$ cat src/tcm_pkg.sv
package tcm_pkg;

    // master side bus widths
    localparam int addr_w = 32;
    localparam int data_w = 32;
    localparam int strb_w = data_w / 8;    // one strobe per byte lane

    // address map of the two banks
    localparam logic [addr_w-1:0] itcm_base = 32'h0000_0000;
    localparam logic [addr_w-1:0] dtcm_base = 32'h1000_0000;

    localparam int itcm_bytes = 4096;
    localparam int dtcm_bytes = 4096;

    // depth in words follows from size and data width
    localparam int itcm_words = itcm_bytes / strb_w;
    localparam int dtcm_words = dtcm_bytes / strb_w;

    // wide enough for the larger of the two banks
    localparam int word_idx_w = (itcm_words > dtcm_words) ? $clog2(itcm_words)
                                                          : $clog2(dtcm_words);

endpackage

$ cat src/tcm_rd_if.sv
`timescale 1ns/10ps

interface tcm_rd_if;
    import tcm_pkg::*;

    logic                  arvalid;
    logic [word_idx_w-1:0] araddr;     // word index inside the bank
    logic                  arready;
    logic [data_w-1:0]     rdata;
    logic                  rvalid;
    logic                  rready;

    // address side driven by the router
    modport req (
        output arvalid,
        output araddr,
        input  arready
    );

    modport bank (
        input  arvalid,
        input  araddr,
        output arready,
        output rdata,
        output rvalid,
        input  rready
    );

    // response side also watches the address handshake
    modport rsp (
        input  arvalid,
        input  arready,
        input  rdata,
        input  rvalid,
        output rready
    );

endinterface

$ cat src/tcm_wr_if.sv
`timescale 1ns/10ps

interface tcm_wr_if;
    import tcm_pkg::*;

    // address and data travel together in one handshake
    logic                  wvalid;
    logic [word_idx_w-1:0] waddr;
    logic [data_w-1:0]     wdata;
    logic [strb_w-1:0]     wstrb;
    logic                  wready;
    logic                  bvalid;
    logic                  bready;

    modport req (
        output wvalid,
        output waddr,
        output wdata,
        output wstrb,
        input  wready
    );

    modport bank (
        input  wvalid,
        input  waddr,
        input  wdata,
        input  wstrb,
        output wready,
        output bvalid,
        input  bready
    );

    modport rsp (
        input  bvalid,
        output bready
    );

endinterface

$ cat src/tcm_rsp_steer.sv
`timescale 1ns/10ps

module tcm_rsp_steer (
    input  logic                        clk,
    input  logic                        rst_n,
    tcm_rd_if.rsp                       itcm_rd,
    tcm_rd_if.rsp                       dtcm_rd,
    tcm_wr_if.rsp                       itcm_wr,
    tcm_wr_if.rsp                       dtcm_wr,
    input  logic                        itcm_rd_m1,
    // M0 read data
    output logic [tcm_pkg::data_w-1:0]  m0_rdata,
    output logic                        m0_rvalid,
    input  logic                        m0_rready,
    // M1 read data
    output logic [tcm_pkg::data_w-1:0]  m1_rdata,
    output logic                        m1_rvalid,
    input  logic                        m1_rready,
    // M1 write response
    output logic                        m1_bvalid,
    input  logic                        m1_bready
);

    logic itcm_owner_m1;   // who gets the ITCM response in flight
    logic itcm_m1_pend;

    // latch the requester on each ITCM address handshake
    always_ff @(posedge clk or negedge rst_n) begin
        if (!rst_n) begin
            itcm_owner_m1 <= 1'b0;
        end else if (itcm_rd.arvalid && itcm_rd.arready) begin
            itcm_owner_m1 <= itcm_rd_m1;
        end
    end

    assign itcm_m1_pend = itcm_rd.rvalid && itcm_owner_m1;

    // M0 only ever reads ITCM
    assign m0_rvalid = itcm_rd.rvalid && !itcm_owner_m1;
    assign m0_rdata  = itcm_rd.rdata;

    // M1 takes ITCM first if both banks hold something for it
    assign m1_rvalid = itcm_m1_pend || dtcm_rd.rvalid;
    assign m1_rdata  = itcm_m1_pend ? itcm_rd.rdata : dtcm_rd.rdata;

    assign itcm_rd.rready = itcm_owner_m1 ? m1_rready : m0_rready;
    assign dtcm_rd.rready = m1_rready && !itcm_m1_pend;

    // write responses merged with ITCM first
    assign m1_bvalid      = itcm_wr.bvalid || dtcm_wr.bvalid;
    assign itcm_wr.bready = m1_bready;
    assign dtcm_wr.bready = m1_bready && !itcm_wr.bvalid;

endmodule

$ cat src/flat_wrapper.sv
// flat-port wrapper written by rule: the top's interface ports become plain ports
module tcm_rsp_steer_flat 
  (clk, rst_n, itcm_rd_m1, m0_rdata, m0_rvalid, m0_rready, m1_rdata, m1_rvalid, m1_rready, m1_bvalid, m1_bready, itcm_rd_arvalid, itcm_rd_arready, itcm_rd_rdata, itcm_rd_rvalid, itcm_rd_rready, dtcm_rd_arvalid, dtcm_rd_arready, dtcm_rd_rdata, dtcm_rd_rvalid, dtcm_rd_rready, itcm_wr_bvalid, itcm_wr_bready, dtcm_wr_bvalid, dtcm_wr_bready);
  tcm_rd_if itcm_rd_i ();
  tcm_rd_if dtcm_rd_i ();
  tcm_wr_if itcm_wr_i ();
  tcm_wr_if dtcm_wr_i ();
  input  logic clk;
  input  logic rst_n;
  input  logic itcm_rd_m1;
  output logic [tcm_pkg::data_w-1:0] m0_rdata;
  output logic m0_rvalid;
  input  logic m0_rready;
  output logic [tcm_pkg::data_w-1:0] m1_rdata;
  output logic m1_rvalid;
  input  logic m1_rready;
  output logic m1_bvalid;
  input  logic m1_bready;
  input wire logic [$bits(itcm_rd_i.arvalid)-1:0] itcm_rd_arvalid;
  input wire logic [$bits(itcm_rd_i.arready)-1:0] itcm_rd_arready;
  input wire logic [$bits(itcm_rd_i.rdata)-1:0] itcm_rd_rdata;
  input wire logic [$bits(itcm_rd_i.rvalid)-1:0] itcm_rd_rvalid;
  output wire logic [$bits(itcm_rd_i.rready)-1:0] itcm_rd_rready;
  input wire logic [$bits(dtcm_rd_i.arvalid)-1:0] dtcm_rd_arvalid;
  input wire logic [$bits(dtcm_rd_i.arready)-1:0] dtcm_rd_arready;
  input wire logic [$bits(dtcm_rd_i.rdata)-1:0] dtcm_rd_rdata;
  input wire logic [$bits(dtcm_rd_i.rvalid)-1:0] dtcm_rd_rvalid;
  output wire logic [$bits(dtcm_rd_i.rready)-1:0] dtcm_rd_rready;
  input wire logic [$bits(itcm_wr_i.bvalid)-1:0] itcm_wr_bvalid;
  output wire logic [$bits(itcm_wr_i.bready)-1:0] itcm_wr_bready;
  input wire logic [$bits(dtcm_wr_i.bvalid)-1:0] dtcm_wr_bvalid;
  output wire logic [$bits(dtcm_wr_i.bready)-1:0] dtcm_wr_bready;
  assign itcm_rd_i.arvalid = itcm_rd_arvalid;
  assign itcm_rd_i.arready = itcm_rd_arready;
  assign itcm_rd_i.rdata = itcm_rd_rdata;
  assign itcm_rd_i.rvalid = itcm_rd_rvalid;
  assign itcm_rd_rready = itcm_rd_i.rready;
  assign dtcm_rd_i.arvalid = dtcm_rd_arvalid;
  assign dtcm_rd_i.arready = dtcm_rd_arready;
  assign dtcm_rd_i.rdata = dtcm_rd_rdata;
  assign dtcm_rd_i.rvalid = dtcm_rd_rvalid;
  assign dtcm_rd_rready = dtcm_rd_i.rready;
  assign itcm_wr_i.bvalid = itcm_wr_bvalid;
  assign itcm_wr_bready = itcm_wr_i.bready;
  assign dtcm_wr_i.bvalid = dtcm_wr_bvalid;
  assign dtcm_wr_bready = dtcm_wr_i.bready;
  tcm_rsp_steer u_core (.clk(clk), .rst_n(rst_n), .itcm_rd(itcm_rd_i), .dtcm_rd(dtcm_rd_i), .itcm_wr(itcm_wr_i), .dtcm_wr(dtcm_wr_i), .itcm_rd_m1(itcm_rd_m1), .m0_rdata(m0_rdata), .m0_rvalid(m0_rvalid), .m0_rready(m0_rready), .m1_rdata(m1_rdata), .m1_rvalid(m1_rvalid), .m1_rready(m1_rready), .m1_bvalid(m1_bvalid), .m1_bready(m1_bready));
endmodule
$ cat config.mk
export PLATFORM = sky130hd
export DESIGN_NAME = tcm_rsp_steer_flat
export DESIGN_NICKNAME = d
export VERILOG_FILES = /design/src/tcm_pkg.sv /design/src/tcm_rd_if.sv /design/src/tcm_wr_if.sv /design/src/tcm_rsp_steer.sv /design/src/flat_wrapper.sv
export SDC_FILE = /design/constraint.sdc
export NUM_CORES = 1
export LEC_CHECK = 0
export BUFFER_PORTS_ARGS = -buffer_cell sky130_fd_sc_hd__clkbuf_2
export CAP_MARGIN = 20
export CORE_AREA = 2 2 57 59
export CTS_BUF_LIST = sky130_fd_sc_hd__clkbuf_16
export DETAILED_ROUTE_END_ITERATION = 8
export DIE_AREA = 0 0 59 61
export PLACE_DENSITY = 0.85
export RECOVER_POWER = 25
export REMOVE_ABC_BUFFERS = 1
export SLEW_MARGIN = 20
export SYNTH_ARGS = -nofsm -noshare
export SYNTH_HDL_FRONTEND = slang
export SYNTH_SLANG_ARGS = --single-unit
$ cat constraint.sdc
create_clock -name clk -period 3.4 [get_ports clk]
set_clock_uncertainty 0.1 [all_clocks]
set_input_delay 0.17 -clock clk [delete_from_list [all_inputs] [get_ports clk]]
set_output_delay 0.17 -clock clk [all_outputs]
set_load 0.005 [all_outputs]
==> results of run 1 <==
==> report_power, final <==
part / switching (mW) / internal, mW / total (mW)
sequential: 0.00247 / 0.0139 / 0.0164
clock: 0 / 0 / 0
combinational: 0.0799 / 0.136 / 0.216
==> stage by stage <==
| step | worst slack [ns] | std cells | area, µm² | hold slack, ns |
|---|---|---|---|---|
| CTS | 1.72 | 222 | 1340 | 0.313 |
| finish | 1.74 | 222 | 1320 | 0.311 |
| detailed placement | 1.72 | 221 | 1330 | -0.153 |
| global route | 1.66 | 222 | 1320 | 0.319 |
| floorplan | 1.95 | 42 | 561 | -0.226 |
| global placement | 1.73 | 221 | 1330 | -0.152 |
==> cells by family (layout without fill, tap and decap cells) <==
kind of cell	after synthesis	after routing
buf+inv	36	147
simple gates	7	7
mux	34	34
flops	1	1
==> synthesized netlist by cell type (all sizes together) <==
library cell | instances | area share
and2b | 1 | 0.0089
buf | 36 | 0.33
nand2 | 2 | 0.018
nand2b | 1 | 0.0074
dfrtp | 1 | 0.030
and2 | 1 | 0.0074
mux2 | 34 | 0.58
or2 | 1 | 0.0074
nor2b | 1 | 0.0074
==> worst paths after layout <==
kind / to / slack [ns] / cells after the start
setup reg to reg: u_core.itcm_owner_m1 / 2.49 / 1
hold / removal: u_core.itcm_owner_m1 / 0.31 / 2
max in group asynchronous: u_core.itcm_owner_m1 / 2.71 / 2
min in group asynchronous: u_core.itcm_owner_m1 / 0.40 / 2
hold reg to reg: u_core.itcm_owner_m1 / 0.51 / 1
setup / recovery: m1_rdata[0] / 1.74 / 3
==> routing by layer <==
layer | share of wire | wire, µm | up-vias
met4 | 0 | 0 | 0
met1 | 0.35 | 873 | 413
met3 | 0.11 | 263 | 0
li1 | - | - | 462
met2 | 0.54 | 1360 | 69
met5 | 0 | 0 | -
==> worst max-delay path: cells and delay by family (launching register included) <==
kind / cells / cell delay (ns)
simple gates: 1 / 0.45
mux: 1 / 0.41
flops: 1 / 0.40
buf+inv: 1 / 0.11
==> area by class of cell <==
type	instances	area, µm²	area share
timing repair buffer	147	721	0.545
tap	33	41.3	0.0312
sequential	1	25.0	0.0189
multi-input combinational	41	536	0.405
==> repair_timing <==
action                                  CTS  global route
hold buffers                              1             0
endpoints found under the setup margin    0             0
resized for setup                         0             0
hold endpoints to repair                  1             0
==> results.ini, run 1 <==
[die]
num_rows=20
initial_standard_cell_utilization_of_the_core=0.285
placeableCoreArea_um2=2950
total_die_area_um2=3600
dieWidth_um=59
die-height_um=61
num_io_pins=149

[layout]
largest_register_by_flop_count=u_core.itcm_owner_m1
postLayoutCoreUtil=0.448
layout_commonest_cell=sky130_fd_sc_hd__clkbuf_2
num-nets-final=269
largest_reg_flops=1
num_antenna_cells=0
flow.area_growth_from_synthesis_pct=57.1
final_layout_size_suffix_gt1_frac=0.878
fillerInstances=317
most-common-layout-cells=sky130_fd_sc_hd__clkbuf_2, sky130_fd_sc_hd__mux2_4, sky130_fd_sc_hd__clkbuf_1, sky130_fd_sc_hd__mux2_2
biggestRegsByFlops=u_core.itcm_owner_m1: 1 flops

[setup_path]
arrival_ns=1.39
cp-startpoint=u_core.itcm_owner_m1
cp_slowest_cell=sky130_fd_sc_hd__nand2_4
end_kind=primary output
worst_r2r_startpoint=u_core.itcm_owner_m1
critical_path.startpoint_type=flop
crit_type=reg2out
critical_path.cell_chain=nand2_4 -> mux2_2 -> clkbuf_2
worst_ep_required_time_ns=3.13
critical_path.max_stage_delay_ns=0.45
worstPathMaxFanout=34

[global_routing]
grt_remaining_overflow=0
grtUsageMet2=0.227
grt_start_max_net_pins=35
top_usage_layer=met2
grt_antenna_before_repair=0
grt.total_usage=0.111
global_routing_usage_on_met1=0.128
met3_capacity_usage_during_global_routing=0.0149
wire_length_of_the_first_global_routing_pass_mm=3.24
grt_pass1_vias=795

[synth]
synth_mux_area_frac=0.579
synthSimpleGateAreaFrac=0.0565
yosys_warnings=0
synth_seq_area_share=0.0297
avgSynthCellArea_um2=10.8
synth_top_family_by_area=multiplexers
post_syn_area_um2=842
synth-xor-area-share=0
synth.distinct_cells=12
postSynthRegisterBits=1
synthesis.instances=78
synthesized_area_fraction_occupied_by_ao_oa_aoi_and_oai_cells=0
post_synth_fa_ha_maj_area_fraction=0

[run]
maxCapViolCount=0

[sta]
worst_slew_pin_slew_ns=0.571
worst_slew_margin_rel=0.619
final-hold-violation-count=0
setup_tns_ns=0
finalSetupViolCount=0
timing.fmax_ghz=0.602
grt_setup_unrepaired=false
layout_worst_path_cycle_share=0.489
slew_violations=0
final_period_minus_worst_setup_slack_ns=1.66

[detailed_routing]
detail_route.drc_violations=0
detailed_route_wire_length_per_cell_um=11.2
count_of_vias_placed_by_the_detailed_router=944
route.antenna.remaining_nets=0
drt_pass1_iterations=2
vias_per_cell=4.25
detail_route.wirelength_mm=2.50
drt-initial-drc-count=7

[power]
power_density_nw_per_um2=176
vdd.ir_drop.worst_mv=0.128
power.static_leakage_nw=0.875
power.total_mw=0.232

[run_status]
outcome=finished clean

[place]
dp_hpwl_mm=2.35
placement.io_buffers=146
gp_routability_congestion=0.708

[worst_hold_path]
worst_hold_startpoint=itcm_rd_m1
hp-class=in2reg

[clocking]
post-cts-setup-buffer-count=0
clk_pin_slew_ns=0
clock_latency_ns=0

(Power assumes the default switching activity.)
==> run 2: changes to the inputs <==
--- a/config.mk
+++ b/config.mk
@@ -7,11 +7,11 @@
 export LEC_CHECK = 0
 export BUFFER_PORTS_ARGS = -buffer_cell sky130_fd_sc_hd__clkbuf_2
 export CAP_MARGIN = 20
-export CORE_AREA = 2 2 57 59
+export CORE_AREA = 2 2 63 65
 export CTS_BUF_LIST = sky130_fd_sc_hd__clkbuf_16
 export DETAILED_ROUTE_END_ITERATION = 8
-export DIE_AREA = 0 0 59 61
-export PLACE_DENSITY = 0.85
+export DIE_AREA = 0 0 65 67
+export PLACE_DENSITY = 0.74
 export RECOVER_POWER = 25
 export REMOVE_ABC_BUFFERS = 1
 export SLEW_MARGIN = 20
==> constraint.sdc (replaced) <==
create_clock -name clk -period 1.5 [get_ports clk]
set_clock_uncertainty 0.1 [all_clocks]
set_input_delay 0.075 -clock clk [delete_from_list [all_inputs] [get_ports clk]]
set_output_delay 0.075 -clock clk [all_outputs]
set_load 0.005 [all_outputs]
==> run 2 against run 1 <==
Compared with the run above:
- largest cell class unchanged
- routed wire length increased by 8.7%
- via count increased by 2.5%
- critical path type unchanged
- cell count rose by 7.7%
- cell area is 4.8% higher
==> results.ini, run 2 (synthesis results as in run 1) <==
[detailed_routing]
drt_pass1_iterations=2  ; unchanged
detailed_route_wire_length_per_cell_um=11.3  ; +0.93%
vias_per_cell=4.05  ; -4.8%
detail_route.drc_violations=0  ; unchanged
drt-initial-drc-count=4  ; -3
count_of_vias_placed_by_the_detailed_router=968  ; +2.5%
detail_route.wirelength_mm=2.71  ; +8.7%
route.antenna.remaining_nets=0  ; unchanged

[power]
power_density_nw_per_um2=402  ; +130%
power.static_leakage_nw=0.907  ; +3.7%
vdd.ir_drop.worst_mv=0.217  ; +70%
power_share_of_the_clock_group=0  ; unchanged
switching_share=0.355  ; +0.000463
combPwrFrac=0.933  ; +0.003
power.total_mw=0.557  ; +140%
share_of_power_burned_in_registers=0.067  ; -0.003
net-switching-power_mw=0.198  ; +140%
internal_power_of_the_cells_mw=0.360  ; +140%

[layout]
num-nets-final=271  ; +0.74%
num_antenna_cells=0  ; unchanged
layout_commonest_cell=sky130_fd_sc_hd__clkbuf_2
biggestRegsByFlops=u_core.itcm_owner_m1: 1 flops
flow.area_growth_from_synthesis_pct=64.6
largest_reg_flops=1  ; unchanged
largest_register_by_flop_count=u_core.itcm_owner_m1
most-common-layout-cells=sky130_fd_sc_hd__clkbuf_2, sky130_fd_sc_hd__mux2_4, sky130_fd_sc_hd__clkbuf_1, sky130_fd_sc_hd__mux2_2, sky130_fd_sc_hd__buf_12
final_layout_size_suffix_gt1_frac=0.901  ; +0.0222

[sta]
postLayoutSetupSlackWorst_ns=0.173  ; -1.57 ns
final-hold-violation-count=0  ; unchanged
timing.fmax_ghz=0.754
worst_slew_margin_rel=0.885  ; +0.266
final_period_minus_worst_setup_slack_ns=1.33
grt_setup_unrepaired=false
layout_worst_path_cycle_share=0.885
slew_violations=0  ; unchanged
setup_tns_ns=0  ; unchanged
worst_slew_pin_slew_ns=0.173  ; -0.399 ns
finalSetupViolCount=0  ; unchanged

[place]
post-place-ws_ns=0.157  ; -1.57 ns
dp_hpwl_mm=2.53  ; +7.8%
gp_routability_congestion=0.700  ; -1.1%
placement.io_buffers=146  ; unchanged

[die]
die-height_um=67  ; +9.8%
initial_standard_cell_utilization_of_the_core=0.234  ; -0.0517
num_rows=22  ; +10%
num_io_pins=149  ; unchanged
dieWidth_um=65  ; +10%
total_die_area_um2=4360  ; +21%
placeableCoreArea_um2=3610  ; +22%

[global_routing]
grtUsageMet2=0.247  ; +0.0204
grt_remaining_overflow=0  ; unchanged
grt_start_max_net_pins=19  ; -46%
grt_antenna_before_repair=0  ; unchanged
grt.total_usage=0.109  ; -0.00131
grt_pass1_vias=848  ; +6.7%
global_routing_usage_on_met1=0.106  ; -0.0217
met3_capacity_usage_during_global_routing=0.0169  ; +0.00197
wire_length_of_the_first_global_routing_pass_mm=3.80  ; +17%
top_usage_layer=met2

[clocking]
post_cts_resize_count=0  ; unchanged
clock_latency_ns=0  ; unchanged
clk_pin_slew_ns=0  ; unchanged

[run]
maxCapViolCount=0  ; unchanged

[setup_path]
worst-r2r-setup-slack_ns=0.59  ; -1.90 ns
worst_ep_required_time_ns=1.32  ; -1.81 ns
crit_type=reg2out
r2r-end=u_core.itcm_owner_m1
r2r_cells=1  ; unchanged
end_kind=primary output
worstPathMaxFanout=16  ; -53%
worst_r2r_startpoint=u_core.itcm_owner_m1
critical_path.startpoint_type=flop
arrival_ns=1.15  ; -0.24 ns

[run_status]
outcome=finished clean

[worst_hold_path]
worst_hold_path.endpoint=u_core.itcm_owner_m1
timing.hold.worst_path_depth=2  ; unchanged
worst_hold_startpoint=itcm_rd_m1
hp-class=in2reg

run 2: area by class of cell:
class,instances,area (µm²)
Fill cell,386,2220
Tap cell,48,60.1
Multi-Input combinational cell,41,536
Timing Repair Buffer,149,766
Sequential cell,1,25.0
run 2: what timing repair did:
item                                   4_1_cts  5_1_grt
hold buffers                                 1        0
endpoints found under the hold margin        1        0
buffers inserted                             0        0
run 2: routing by layer:
| layer | share of wire | vias up |
|---|---|---|
| li1 | - | 463 |
| met1 | 0.32 | 411 |
| met2 | 0.53 | 94 |
| met3 | 0.15 | 0 |
| met4 | 0 | 0 |
| met5 | 0 | - |
run 2: power groups by stage:
stage	Combinational (mW)	Sequential, mW	Clock [mW]
after floorplan	0.227	0.0364	0
after global placement	0.528	0.0371	0
after detailed placement	0.533	0.0374	0
after CTS	0.539	0.0374	0
after global routing	0.566	0.0379	0
final	0.520	0.0374	0
run 2: how the worst max path moves through the flow:
stage	from	end	slack, ns
final	u_core.itcm_owner_m1	m1_rdata[31]	0.17
after global routing	u_core.itcm_owner_m1	m1_rdata[30]	0.13
after CTS	u_core.itcm_owner_m1	m1_rdata[31]	0.15
after detailed placement	u_core.itcm_owner_m1	m1_rdata[31]	0.16
after global placement	u_core.itcm_owner_m1	m1_rdata[30]	0.16
after floorplan	u_core.itcm_owner_m1	m1_rdata[0]	0.14
run 2: metrics by stage:
stage | hold WS (ns) | utilization | area, µm² | instances
global placement | -0.248 | 0.386 | 1390 | 238
floorplan | -0.321 | - | 561 | 42
detailed placement | -0.247 | 0.386 | 1390 | 238
CTS | 0.226 | 0.389 | 1400 | 239
global route | 0.240 | 0.384 | 1390 | 239
finish | 0.221 | 0.384 | 1390 | 239
run 2: worst max-delay path, cell delays in order (launching register included):
cell and delay (ns):
sky130_fd_sc_hd__dfrtp_1 0.41, sky130_fd_sc_hd__nand2_4 0.11, sky130_fd_sc_hd__buf_12 0.16, sky130_fd_sc_hd__mux2_2 0.34
sky130_fd_sc_hd__clkbuf_2 0.13
