`config.mk`:
```
export PLATFORM = sky130hd
export DESIGN_NAME = tcm_addr_router_flat
export DESIGN_NICKNAME = d
export VERILOG_FILES = /design/src/tcm_pkg.sv /design/src/tcm_rd_if.sv /design/src/tcm_wr_if.sv /design/src/tcm_addr_router.sv /design/src/flat_wrapper.sv
export SDC_FILE = /design/constraint.sdc
export NUM_CORES = 1
export LEC_CHECK = 0
export BUFFER_PORTS_ARGS = -buffer_cell sky130_fd_sc_hd__buf_2
export CAP_MARGIN = 20
export CORE_AREA = 2 2 102 104
export DETAILED_ROUTE_END_ITERATION = 6
export DIE_AREA = 0 0 104 106
export PLACE_DENSITY = 0.51
export SYNTH_ARGS = -nofsm -noshare
export SYNTH_HDL_FRONTEND = slang
export SYNTH_SLANG_ARGS = --single-unit
```
`constraint.sdc`:
```
create_clock -name vclk -period 3
set_clock_uncertainty 0.15 [all_clocks]
set_input_delay 0.75 -clock vclk [all_inputs]
set_output_delay 0.75 -clock vclk [all_outputs]
set_load 0.01 [all_outputs]
```
`src/tcm_pkg.sv`:
```
package tcm_pkg;

    // master side bus widths
    localparam int addr_w = 32;
    localparam int data_w = 32;
    localparam int strb_w = data_w / 8;    // one strobe per byte lane

    // address map of the two banks
    localparam logic [addr_w-1:0] itcm_base = 32'h0000_0000;
    localparam logic [addr_w-1:0] dtcm_base = 32'h1000_0000;

    localparam int itcm_bytes = 4096;
    localparam int dtcm_bytes = 4096;

    // depth in words follows from size and data width
    localparam int itcm_words = itcm_bytes / strb_w;
    localparam int dtcm_words = dtcm_bytes / strb_w;

    // wide enough for the larger of the two banks
    localparam int word_idx_w = (itcm_words > dtcm_words) ? $clog2(itcm_words)
                                                          : $clog2(dtcm_words);

endpackage

```
`src/tcm_rd_if.sv`:
```
`timescale 1ns/10ps

interface tcm_rd_if;
    import tcm_pkg::*;

    logic                  arvalid;
    logic [word_idx_w-1:0] araddr;     // word index inside the bank
    logic                  arready;
    logic [data_w-1:0]     rdata;
    logic                  rvalid;
    logic                  rready;

    // address side driven by the router
    modport req (
        output arvalid,
        output araddr,
        input  arready
    );

    modport bank (
        input  arvalid,
        input  araddr,
        output arready,
        output rdata,
        output rvalid,
        input  rready
    );

    // response side also watches the address handshake
    modport rsp (
        input  arvalid,
        input  arready,
        input  rdata,
        input  rvalid,
        output rready
    );

endinterface

```
`src/tcm_wr_if.sv`:
```
`timescale 1ns/10ps

interface tcm_wr_if;
    import tcm_pkg::*;

    // address and data travel together in one handshake
    logic                  wvalid;
    logic [word_idx_w-1:0] waddr;
    logic [data_w-1:0]     wdata;
    logic [strb_w-1:0]     wstrb;
    logic                  wready;
    logic                  bvalid;
    logic                  bready;

    modport req (
        output wvalid,
        output waddr,
        output wdata,
        output wstrb,
        input  wready
    );

    modport bank (
        input  wvalid,
        input  waddr,
        input  wdata,
        input  wstrb,
        output wready,
        output bvalid,
        input  bready
    );

    modport rsp (
        input  bvalid,
        output bready
    );

endinterface

```
`src/tcm_addr_router.sv`:
```
`timescale 1ns/10ps

module tcm_addr_router (
    input  logic                        clk,
    input  logic                        rst_n,
    // M0 instruction fetch
    input  logic [tcm_pkg::addr_w-1:0]  m0_araddr,
    input  logic                        m0_arvalid,
    output logic                        m0_arready,
    // M1 read address
    input  logic [tcm_pkg::addr_w-1:0]  m1_araddr,
    input  logic                        m1_arvalid,
    output logic                        m1_arready,
    // M1 write address and data
    input  logic [tcm_pkg::addr_w-1:0]  m1_awaddr,
    input  logic                        m1_awvalid,
    output logic                        m1_awready,
    input  logic [tcm_pkg::data_w-1:0]  m1_wdata,
    input  logic [tcm_pkg::strb_w-1:0]  m1_wstrb,
    input  logic                        m1_wvalid,
    output logic                        m1_wready,
    tcm_rd_if.req                       itcm_rd,
    tcm_rd_if.req                       dtcm_rd,
    tcm_wr_if.req                       itcm_wr,
    tcm_wr_if.req                       dtcm_wr,
    output logic                        itcm_rd_m1
);
    import tcm_pkg::*;

    // true when addr lies in [base, base + bytes)
    function automatic logic in_bank(input logic [addr_w-1:0] addr,
                                     input logic [addr_w-1:0] base,
                                     input int unsigned       bytes);
        logic [addr_w-1:0] off;
        off = addr - base;
        return (addr >= base) && (off < bytes);
    endfunction

    // byte offset to word index with the low two bits dropped
    function automatic logic [word_idx_w-1:0] word_idx(input logic [addr_w-1:0] addr,
                                                       input logic [addr_w-1:0] base);
        logic [addr_w-1:0] off;
        off = addr - base;
        return off[word_idx_w+1:2];
    endfunction

    logic m0_itcm_req;
    logic m1_itcm_rreq;
    logic m1_dtcm_rreq;
    logic m1_wr_both;

    assign m0_itcm_req  = m0_arvalid && in_bank(m0_araddr, itcm_base, itcm_bytes);
    assign m1_itcm_rreq = m1_arvalid && in_bank(m1_araddr, itcm_base, itcm_bytes);
    assign m1_dtcm_rreq = m1_arvalid && in_bank(m1_araddr, dtcm_base, dtcm_bytes);
    assign m1_wr_both   = m1_awvalid && m1_wvalid;   // both halves present

    // M1 always ahead of M0 on the ITCM read port
    assign itcm_rd_m1     = m1_itcm_rreq;
    assign itcm_rd.arvalid = m1_itcm_rreq || m0_itcm_req;
    assign itcm_rd.araddr  = m1_itcm_rreq ? word_idx(m1_araddr, itcm_base)
                                          : word_idx(m0_araddr, itcm_base);

    // DTCM only ever sees M1
    assign dtcm_rd.arvalid = m1_dtcm_rreq;
    assign dtcm_rd.araddr  = word_idx(m1_araddr, dtcm_base);

    assign m0_arready = m0_itcm_req && !m1_itcm_rreq && itcm_rd.arready;
    assign m1_arready = (m1_itcm_rreq && itcm_rd.arready) ||
                        (m1_dtcm_rreq && dtcm_rd.arready);

    // write data fanned to both banks and valid steered by decode
    assign itcm_wr.wvalid = m1_wr_both && in_bank(m1_awaddr, itcm_base, itcm_bytes);
    assign itcm_wr.waddr  = word_idx(m1_awaddr, itcm_base);
    assign itcm_wr.wdata  = m1_wdata;
    assign itcm_wr.wstrb  = m1_wstrb;

    assign dtcm_wr.wvalid = m1_wr_both && in_bank(m1_awaddr, dtcm_base, dtcm_bytes);
    assign dtcm_wr.waddr  = word_idx(m1_awaddr, dtcm_base);
    assign dtcm_wr.wdata  = m1_wdata;
    assign dtcm_wr.wstrb  = m1_wstrb;

    // address and data accepted in the same cycle
    assign m1_awready = (itcm_wr.wvalid && itcm_wr.wready) ||
                        (dtcm_wr.wvalid && dtcm_wr.wready);
    assign m1_wready  = m1_awready;

endmodule

```
`src/flat_wrapper.sv`:
```
// flat-port wrapper written by rule: the top's interface ports become plain ports
module tcm_addr_router_flat import tcm_pkg::*;
  (clk, rst_n, m0_araddr, m0_arvalid, m0_arready, m1_araddr, m1_arvalid, m1_arready, m1_awaddr, m1_awvalid, m1_awready, m1_wdata, m1_wstrb, m1_wvalid, m1_wready, itcm_rd_m1, itcm_rd_arvalid, itcm_rd_araddr, itcm_rd_arready, dtcm_rd_arvalid, dtcm_rd_araddr, dtcm_rd_arready, itcm_wr_wvalid, itcm_wr_waddr, itcm_wr_wdata, itcm_wr_wstrb, itcm_wr_wready, dtcm_wr_wvalid, dtcm_wr_waddr, dtcm_wr_wdata, dtcm_wr_wstrb, dtcm_wr_wready);
  tcm_rd_if itcm_rd_i ();
  tcm_rd_if dtcm_rd_i ();
  tcm_wr_if itcm_wr_i ();
  tcm_wr_if dtcm_wr_i ();
  input  logic clk;
  input  logic rst_n;
  input  logic [tcm_pkg::addr_w-1:0] m0_araddr;
  input  logic m0_arvalid;
  output logic m0_arready;
  input  logic [tcm_pkg::addr_w-1:0] m1_araddr;
  input  logic m1_arvalid;
  output logic m1_arready;
  input  logic [tcm_pkg::addr_w-1:0] m1_awaddr;
  input  logic m1_awvalid;
  output logic m1_awready;
  input  logic [tcm_pkg::data_w-1:0] m1_wdata;
  input  logic [tcm_pkg::strb_w-1:0] m1_wstrb;
  input  logic m1_wvalid;
  output logic m1_wready;
  output logic itcm_rd_m1;
  output wire logic [$bits(itcm_rd_i.arvalid)-1:0] itcm_rd_arvalid;
  output wire logic [$bits(itcm_rd_i.araddr)-1:0] itcm_rd_araddr;
  input wire logic [$bits(itcm_rd_i.arready)-1:0] itcm_rd_arready;
  output wire logic [$bits(dtcm_rd_i.arvalid)-1:0] dtcm_rd_arvalid;
  output wire logic [$bits(dtcm_rd_i.araddr)-1:0] dtcm_rd_araddr;
  input wire logic [$bits(dtcm_rd_i.arready)-1:0] dtcm_rd_arready;
  output wire logic [$bits(itcm_wr_i.wvalid)-1:0] itcm_wr_wvalid;
  output wire logic [$bits(itcm_wr_i.waddr)-1:0] itcm_wr_waddr;
  output wire logic [$bits(itcm_wr_i.wdata)-1:0] itcm_wr_wdata;
  output wire logic [$bits(itcm_wr_i.wstrb)-1:0] itcm_wr_wstrb;
  input wire logic [$bits(itcm_wr_i.wready)-1:0] itcm_wr_wready;
  output wire logic [$bits(dtcm_wr_i.wvalid)-1:0] dtcm_wr_wvalid;
  output wire logic [$bits(dtcm_wr_i.waddr)-1:0] dtcm_wr_waddr;
  output wire logic [$bits(dtcm_wr_i.wdata)-1:0] dtcm_wr_wdata;
  output wire logic [$bits(dtcm_wr_i.wstrb)-1:0] dtcm_wr_wstrb;
  input wire logic [$bits(dtcm_wr_i.wready)-1:0] dtcm_wr_wready;
  assign itcm_rd_arvalid = itcm_rd_i.arvalid;
  assign itcm_rd_araddr = itcm_rd_i.araddr;
  assign itcm_rd_i.arready = itcm_rd_arready;
  assign dtcm_rd_arvalid = dtcm_rd_i.arvalid;
  assign dtcm_rd_araddr = dtcm_rd_i.araddr;
  assign dtcm_rd_i.arready = dtcm_rd_arready;
  assign itcm_wr_wvalid = itcm_wr_i.wvalid;
  assign itcm_wr_waddr = itcm_wr_i.waddr;
  assign itcm_wr_wdata = itcm_wr_i.wdata;
  assign itcm_wr_wstrb = itcm_wr_i.wstrb;
  assign itcm_wr_i.wready = itcm_wr_wready;
  assign dtcm_wr_wvalid = dtcm_wr_i.wvalid;
  assign dtcm_wr_waddr = dtcm_wr_i.waddr;
  assign dtcm_wr_wdata = dtcm_wr_i.wdata;
  assign dtcm_wr_wstrb = dtcm_wr_i.wstrb;
  assign dtcm_wr_i.wready = dtcm_wr_wready;
  tcm_addr_router u_core (.clk(clk), .rst_n(rst_n), .m0_araddr(m0_araddr), .m0_arvalid(m0_arvalid), .m0_arready(m0_arready), .m1_araddr(m1_araddr), .m1_arvalid(m1_arvalid), .m1_arready(m1_arready), .m1_awaddr(m1_awaddr), .m1_awvalid(m1_awvalid), .m1_awready(m1_awready), .m1_wdata(m1_wdata), .m1_wstrb(m1_wstrb), .m1_wvalid(m1_wvalid), .m1_wready(m1_wready), .itcm_rd(itcm_rd_i), .dtcm_rd(dtcm_rd_i), .itcm_wr(itcm_wr_i), .dtcm_wr(dtcm_wr_i), .itcm_rd_m1(itcm_rd_m1));
endmodule
```
==> reports/results.md, run 1 <==
Floorplan
- **overall die area** 0.0110 sq mm
- **area of the placeable core** 0.0100 sq mm
- **row count** 37
- **I/O pins** 263
- **effective utilization at floorplan** 11.1%
- **Vert. Die Dim** 106 microns
- **die width** 104 microns

Worst hold path
- **origin of the worst min-delay path** m1_wdata[15]
- **worst min-delay path category** in2out

Finish
- **fraction of final layout cells with drive strength greater than 1** 84.3%
- **fill cell count** 1162
- **final core area utilization** 12.4%
- **Storage cell area** 0 sq um
- **number of clock buffers in the layout** 0
- **post-synthesis to final-layout area growth** 12.1%
- **sequential cell count of the final layout** 0
- **antenna diode instance count** 0
- **number of nets in the finished design** 310

GRT
- **number of global-route vias before repair** 1001
- **first-pass GRT wire length** 5.22 mm
- **total global routing track utilization** 5.88%
- **antenna violations before repair** 0
- **gr ovfl total** 0
- **pin count of the biggest net entering global routing** 11

Detailed routing
- **Iter 0 DRT Violations** 7
- **Residual DRC** 0
- **average vias per placed instance** 3.20
- **number of vias after detailed routing** 967
- **detailed-route wire length per cell** 11.9 microns
- **Pre-antenna DRT Iters** 4
- **Antenna Nets Post-Route** 0
- **Routed Wire Length** 3.58 mm
- **Routed met2 length** 1.91 mm
- **highest metal layer with signal wires** met4
- **met3 layer wire length in the routed design** 595 microns
- **Routed met1 length** 743 microns

Setup path
- **Crit path largest cell delay** 0.33 ns
- **WS Path Type** in2out
- **element type at the critical path start** input port
- **cell-by-cell listing of the critical path** buf_2 -> nor4_1 -> nand2_1 -> nor3_4 -> buf_12 -> mux2_2 -> buf_2
- **Worst setup EP type** primary output
- **arrival time worst endpoint** 2.10 ns
- **largest fanout on the critical path** 10
- **Max stage delay cell, worst path** sky130_fd_sc_hd__mux2_2
- **critical path startpoint** m1_araddr[17]
- **cell repeated most along the worst path** sky130_fd_sc_hd__buf_2
- **worst endpoint required time** 2.10 ns

Timing
- **Max Slew Vio Count** 0
- **final count of hold timing violations** 0
- **highest clock rate** 334 MHz
- **Final setup viols** 0
- **final clock period utilization by the worst path** 99.9%
- **pin slew with the least headroom to its limit** 0.272 ns
- **unrepaired setup endpoints after global routing** yes
- **post-layout min period** 3.00 ns
- **headroom to the max-slew limit** 81.7%
- **post-route setup slack** 0.00410 ns

Placement
- **count of buffers inserted at the top-level ports** 117
- **weighted congestion reported at the end of routability-driven placement** 0.706
- **post-place setup slack** -0.102 ns
- **HPWL Detailed** 3.26 mm

CTS
- **count of hold buffers inserted by post-cts repair** 0
- **post-CTS setup buffer count** 0

Flow run
- **reported max-cap violation count** 0

Logic synthesis
- **mean post-synth cell area** 7.44 sq um
- **total standard cell area after synthesis** 0.00111 sq mm
- **Yosys warning total** 0
- **synthesized net count** 291
- **Unique masters post-synth** 16
- **most used standard cells in the synthesized netlist** 103 x sky130_fd_sc_hd__buf_4, 11 x sky130_fd_sc_hd__nor4_1, 10 x sky130_fd_sc_hd__mux2_2, 5 x sky130_fd_sc_hd__nor2_1, 4 x sky130_fd_sc_hd__nor3_1
- **Synth Instances** 149
- **fraction of post-synthesis cell area in the top cell type by area** 69.8%
- **ranking of synthesized cells by area** sky130_fd_sc_hd__buf_4 70%, sky130_fd_sc_hd__mux2_2 10%, sky130_fd_sc_hd__nor4_1 6.2%
- **largest area contributor in the netlist** sky130_fd_sc_hd__buf_4
- **most numerous cell in the Yosys netlist** sky130_fd_sc_hd__buf_4
- **sequential element share of the synthesized area** 0%

Outcome
- **result of the run** finished clean

Power
- **Sw Ratio** 38.8%
- **leakage** 0.000629 uW
- **share of total power in combinational logic** 100.0%
- **Flop pwr share** 0%
- **maximum resistive drop on vdd** 23.8 uV
- **cell-internal power** 67.1 uW
- **share of total power in the clock network** 0%
- **power per cell area** 88.3 mW/mm^2
- **net switching power** 42.6 uW

critical path, delay by kind of cell:
| kind | cells | cell delay, ns |
|---|---|---|
| mux | 1 | 0.33 |
| buf+inv | 3 | 0.40 |
| simple gates | 3 | 0.61 |
kinds of logic after synthesis:
kind of cell / Yosys count / synth area share, %
buf+inv: 105 / 70.4
mux: 12 / 12.0
simple gates: 32 / 17.6
metal layers:
metal | global-route usage (%) | vias to the layer above
met1 | 3.32 | 389
met3 | 2.45 | 39
met5 | 0 | -
met4 | 4.83 | 0
li1 | - | 428
met2 | 12.9 | 111
cell type report:
cell class	instances	area [sq um]	area share, %
multi-input cells	44	388	31.2
inverters	2	7.51	0.604
well taps	136	170	13.7
repair buffers	120	677	54.5
path summary, 6_finish.rpt:
path | endpoint | slack (ns) | cells past startpoint
max | itcm_rd_araddr[0] | 0.004 | 7
min | dtcm_wr_wdata[15] | 1.35 | 0
metrics by stage:
stage	hold WS [ns]	setup TNS, ns	cell area, sq um	power [uW]	cells
floorplan	1.40	0	1110	157	149
detailed placement	1.35	-0.934	1130	96.0	302
global route	1.35	-0.455	1240	119	302
finish	1.35	0	1240	110	302
CTS	1.35	-0.204	1210	108	302
global placement	1.35	-0.829	1130	93.7	302
layout by cell type, fill, tap and decap left out, drive strengths merged:
cell and count:
and3 1, and3b 1, buf 120, inv 2, mux2 10, mux2i 2, nand2 2, nand3 1
nand4 2, nor2 5, nor3 5, nor4 11, nor4b 2, or2 1, or4 1
power by group through the flow:
stage	Combinational, uW	Clock, uW	Sequential [uW]
3_3_place_gp	93.7	0	0
6_report	110	0	0
3_5_place_dp	96.0	0	0
4_1_cts	108	0	0
2_1_floorplan	157	0	0
5_1_grt	119	0	0
timing repair:
action                                  in CTS  in global routing
hold endpoints to repair                     0                  0
pin swaps                                    3                  2
endpoints found under the setup margin      12                 16
resized for setup                           14                  5
Note: power is estimated with default switching activity, not from simulation.
==> run 2, diff against run 1 <==
- CAP_MARGIN: 20 -> 10
- CORE_AREA: 2 2 102 104 -> 2 2 101 103
- DIE_AREA: 0 0 104 106 -> 0 0 103 105
- PLACE_DENSITY: 0.51 -> 0.52
- clock period: 3 -> 3.7 ns (I/O delays scaled with it)
==> run 2 against run 1 <==
Compared with the run above: count of clock-buffer cells in the layout stayed put; highest routed layer is now met5; critical endpoint is now itcm_rd_araddr[1]; non-clock buffer count shrank 2; sequential cell count unchanged; largest power group unchanged; hold slack gained 0.35 ns; sequential share of layout area unchanged; via count grew 1.9%; largest cell class unchanged; utilization decreased by 0.94 points.
==> reports/results.md, run 2 (synthesis gave the netlist of run 1 again) <==
Floorplan
- **area of the placeable core** 0.00964 sq mm, -3.6%
- **effective utilization at floorplan** 11.5%, +0.41 points
- **Vert. Die Dim** 105 microns, -0.94%
- **I/O pins** 263, unchanged
- **row count** 36, -2.7%
- **die width** 103 microns, -0.96%
- **overall die area** 0.0108 sq mm, -1.9%

Detailed routing
- **number of vias after detailed routing** 985, +1.9%
- **Pre-antenna DRT Iters** 2, -2
- **Antenna Nets Post-Route** 0, unchanged
- **average vias per placed instance** 3.32, +3.6%
- **Iter 0 DRT Violations** 8, +1
- **Residual DRC** 0, unchanged
- **Routed Wire Length** 4.98 mm, +39%
- **detailed-route wire length per cell** 16.8 microns, +41%

Outcome
- **result of the run** finished clean

CTS
- **post-CTS resize count** 0, -14
- **post-CTS setup buffer count** 0, unchanged
- **count of hold buffers inserted by post-cts repair** 0, unchanged

Timing
- **worst hold slack** 1.70 ns, +0.350 ns
- **post-layout min period** 3.50 ns
- **headroom to the max-slew limit** 77.4%, -4.3 points
- **final-layout setup total negative slack** 0 ns, unchanged
- **final count of hold timing violations** 0, unchanged
- **unrepaired setup endpoints after global routing** no
- **Max Slew Vio Count** 0, unchanged
- **final clock period utilization by the worst path** 94.7%
- **Final setup viols** 0, unchanged
- **highest clock rate** 286 MHz
- **post-route setup slack** 0.197 ns, +0.193 ns
- **pin slew with the least headroom to its limit** 0.337 ns, +0.0653 ns

GRT
- **total global routing track utilization** 7.93%, +2.0 points
- **pin count of the biggest net entering global routing** 11, unchanged
- **antenna violations before repair** 2, +2
- **gr ovfl total** 0, unchanged
- **number of global-route vias before repair** 1012, +1.1%
- **first-pass GRT wire length** 6.06 mm, +16%

Setup path
- **element type at the critical path start** input port
- **largest fanout on the critical path** 10, unchanged
- **worst endpoint required time** 2.62 ns, +0.52 ns
- **arrival time worst endpoint** 2.43 ns, +0.33 ns
- **WS Path Type** in2out
- **Worst setup EP type** primary output

Finish
- **Storage cell area** 0 sq um, unchanged
- **post-synthesis to final-layout area growth** -0.113%
- **commonest non-fill, non-tap cells in the layout** 117 x sky130_fd_sc_hd__buf_2, 11 x sky130_fd_sc_hd__nor4_1, 10 x sky130_fd_sc_hd__mux2_2
- **final core area utilization** 11.5%, -0.94 points
- **sequential cell count of the final layout** 0, unchanged
- **number of nets in the finished design** 308, -0.65%
- **multi-input logic area** 328 sq um, -15%
- **fill cell count** 1156, -0.52%
- **fraction of final layout cells with drive strength greater than 1** 79.3%, -5.1 points
- **antenna diode instance count** 0, unchanged
- **most common library cell in the layout ignoring fill and taps** sky130_fd_sc_hd__buf_2
- **number of clock buffers in the layout** 0, unchanged

Flow run
- **reported max-cap violation count** 0, unchanged

Power
- **maximum resistive drop on vdd** 13.6 uV, -43%
- **leakage** 0.000587 uW, -6.7%
- **power per cell area** 70.3 mW/mm^2, -20%

Placement
- **count of buffers inserted at the top-level ports** 117, unchanged
- **weighted congestion reported at the end of routability-driven placement** 0.846, +20%
- **post-place setup slack** 0.162 ns, +0.264 ns
- **HPWL Detailed** 4.79 mm, +47%

Worst hold path
- **worst min-delay path category** in2out

==> run 2: cell types whose count changed in the layout (fill, tap and decap cells not counted), moves of 2 or more <==
cell / before / now
sky130_fd_sc_hd__nor4_1: 7 / 11
sky130_fd_sc_hd__buf_2: 108 / 117
sky130_fd_sc_hd__buf_4: 2 / 0
sky130_fd_sc_hd__buf_6: 9 / 0
sky130_fd_sc_hd__nor4_2: 3 / 0
==> run 2: power breakdown <==
part | internal [uW] | switching (uW)
registers | 0 | 0
clock network | 0 | 0
logic | 47.3 | 30.5
total | 47.3 | 30.5
==> run 2: critical path, cell delays in order <==
cell and delay (ns):
sky130_fd_sc_hd__buf_2 0.10, sky130_fd_sc_hd__nor4_1 0.28, sky130_fd_sc_hd__nand3_1 0.24, sky130_fd_sc_hd__nor3_4 0.25, sky130_fd_sc_hd__buf_12 0.16, sky130_fd_sc_hd__mux2_2 0.33
sky130_fd_sc_hd__buf_2 0.14
==> run 2: path summary, 6_finish.rpt <==
check / from / end / cells after the start
hold / removal: m1_awaddr[11] / itcm_wr_waddr[9] / 0
setup / recovery: m1_araddr[12] / itcm_rd_araddr[1] / 7
==> run 2: cell type report <==
class | instances | area share, %
Timing Repair Buffer | 118 | 54.7
Inverter | 2 | 0.678
Tap cell | 133 | 15.0
Multi-Input combinational cell | 44 | 29.6
==> run 2: per-layer routing <==
layer	track usage, %	up-vias	share of wire [%]
li1	-	427	-
met1	4.13	385	20
met2	18.2	150	57
met3	4.88	19	20
met4	1.69	4	2.1
met5	0	-	0.46
==> run 2: stage by stage <==
step / cells / instance area [sq um] / power [uW]
final: 297 / 1110 / 77.8
after global routing: 297 / 1110 / 86.4
after CTS: 297 / 1110 / 78.9
after detailed placement: 297 / 1110 / 78.6
after global placement: 297 / 1110 / 76.3
after floorplan: 149 / 1110 / 128
==> run 3, diff against run 2 <==
- PLACE_DENSITY: 0.52 -> default
- PLACE_DENSITY_LB_ADDON: default -> 0.2
- TNS_END_PERCENT: default -> 5
==> run 3 against run 2 <==
Compared with the run above: design area grew 1.4%; sequential cell count is the same; die area is the same; routed wire length shrank 28%; final cell count grew 0.67%; combinational power is essentially flat; critical endpoint is now itcm_rd_araddr[9]; largest cell class unchanged; highest routed layer is now met4.
==> reports/results.md, run 3 (synthesis gave the netlist of run 1 again) <==
GRT
- **total global routing track utilization** 5.36%, -2.6 points
- **gr ovfl total** 0, unchanged
- **number of global-route vias before repair** 984, -2.8%
- **first-pass GRT wire length** 4.53 mm, -25%
- **antenna violations before repair** 0, -2
- **pin count of the biggest net entering global routing** 9, -2

Finish
- **sequential cell count of the final layout** 0, unchanged
- **final core area utilization** 11.6%, +0.16 points
- **fraction of final layout cells with drive strength greater than 1** 79.5%, +0.25 points
- **most common library cell in the layout ignoring fill and taps** sky130_fd_sc_hd__buf_2
- **fill cell count** 1168, +1.0%
- **number of clock buffers in the layout** 0, unchanged
- **Storage cell area** 0 sq um, unchanged
- **antenna diode instance count** 0, unchanged
- **number of nets in the finished design** 310, +0.65%
- **commonest non-fill, non-tap cells in the layout** 117 x sky130_fd_sc_hd__buf_2, 11 x sky130_fd_sc_hd__nor4_1, 10 x sky130_fd_sc_hd__mux2_2
- **post-synthesis to final-layout area growth** 1.24%

Setup path
- **worst setup path endpoint** itcm_rd_araddr[9]
- **critical path startpoint** m1_araddr[29]
- **cell repeated most along the worst path** sky130_fd_sc_hd__buf_2
- **arrival time worst endpoint** 2.45 ns, +0.02 ns
- **Max stage delay cell, worst path** sky130_fd_sc_hd__mux2_2
- **Crit path largest cell delay** 0.35 ns, +0.02 ns
- **WS Path Type** in2out
- **largest fanout on the critical path** 8, -2
- **worst endpoint required time** 2.62 ns, about the same
- **element type at the critical path start** input port
- **cell-by-cell listing of the critical path** buf_2 -> nor4_1 -> nand3_1 -> nor3_4 -> buf_12 -> mux2_2 -> buf_2
- **Worst setup EP type** primary output

Timing
- **final clock period utilization by the worst path** 95.4%, +0.73 points
- **unrepaired setup endpoints after global routing** no
- **final count of hold timing violations** 0, unchanged
- **final-layout setup total negative slack** 0 ns, unchanged
- **post-route setup slack** 0.170 ns, -0.0269 ns
- **Max Slew Vio Count** 0, unchanged
- **headroom to the max-slew limit** 77.6%, +0.19 points
- **pin slew with the least headroom to its limit** 0.333 ns, -0.00421 ns
- **post-layout min period** 3.53 ns, +0.0269 ns
- **Final setup viols** 0, unchanged
- **highest clock rate** 283 MHz, -0.76%

Detailed routing
- **Antenna Nets Post-Route** 0, unchanged
- **Iter 0 DRT Violations** 1, -7
- **Routed Wire Length** 3.56 mm, -28%
- **detailed-route wire length per cell** 11.9 microns, -29%
- **number of vias after detailed routing** 961, -2.4%
- **Pre-antenna DRT Iters** 2, unchanged
- **average vias per placed instance** 3.21, -3.1%
- **Residual DRC** 0, unchanged

Worst hold path
- **worst min-delay path category** in2out
- **origin of the worst min-delay path** m1_awaddr[7]

Outcome
- **result of the run** finished clean

CTS
- **post-CTS resize count** 0, unchanged
- **count of hold buffers inserted by post-cts repair** 0, unchanged
- **post-CTS setup buffer count** 0, unchanged

Power
- **power per cell area** 69.6 mW/mm^2, -0.93%
- **maximum resistive drop on vdd** 13.7 uV, +0.49%
- **total design power** 78.1 uW, +0.42%
- **leakage** 0.000596 uW, +1.6%

Placement
- **HPWL Detailed** 3.30 mm, -31%
- **weighted congestion reported at the end of routability-driven placement** 0.698, -18%
- **post-place setup slack** 0.111 ns, -0.0515 ns
- **count of buffers inserted at the top-level ports** 117, unchanged

Floorplan
- **Vert. Die Dim** 105 microns, unchanged
- **row count** 36, unchanged
- **overall die area** 0.0108 sq mm, unchanged
- **die width** 103 microns, unchanged
- **effective utilization at floorplan** 11.5%, unchanged
- **I/O pins** 263, unchanged
- **area of the placeable core** 0.00964 sq mm, unchanged

Flow run
- **reported max-cap violation count** 0, unchanged

[run 3: routing by layer]
| metal | global-route usage [%] | share of wire (%) | vias up |
|---|---|---|---|
| met5 | 0 | 0 | - |
| met4 | 4.70 | 9.4 | 0 |
| met3 | 1.00 | 15 | 45 |
| met2 | 11.5 | 51 | 102 |
| met1 | 3.41 | 25 | 385 |
| li1 | - | - | 429 |
[run 3: layout make-up]
type                            count  area, sq um  share of cell area [%]
Tap cell                          133          166                    14.8
Inverter                            2         7.51                   0.669
Timing Repair Buffer              120          621                    55.3
Multi-Input combinational cell     44          328                    29.2
[run 3: metrics by stage]
step | cell area (sq um) | instances | hold slack [ns]
global placement | 1120 | 299 | 1.70
CTS | 1120 | 299 | 1.70
finish | 1120 | 299 | 1.70
floorplan | 1110 | 149 | 1.75
global route | 1120 | 299 | 1.70
detailed placement | 1120 | 299 | 1.70
[run 3: worst min-delay path by stage]
stage | slack [ns] | depth (start not counted) | end
6_report | 1.70 | 0 | dtcm_wr_waddr[5]
5_1_grt | 1.70 | 0 | dtcm_wr_waddr[5]
4_1_cts | 1.70 | 0 | dtcm_wr_wdata[15]
3_5_place_dp | 1.70 | 0 | dtcm_wr_wdata[15]
3_3_place_gp | 1.70 | 0 | dtcm_wr_wdata[15]
2_1_floorplan | 1.75 | 1 | itcm_wr_wvalid
[run 3: worst max-delay path, delay by kind of cell]
family / cells / cell delay, ns
buffers and inverters: 3 / 0.40
and+or+nand+nor: 3 / 0.78
muxes: 1 / 0.35
[run 3: power by group]
group	switching, uW	internal, uW	total, uW	leakage [uW]
registers	0	0	0	0
clock network	0	0	0	0
logic	30.8	47.3	78.1	0.000596
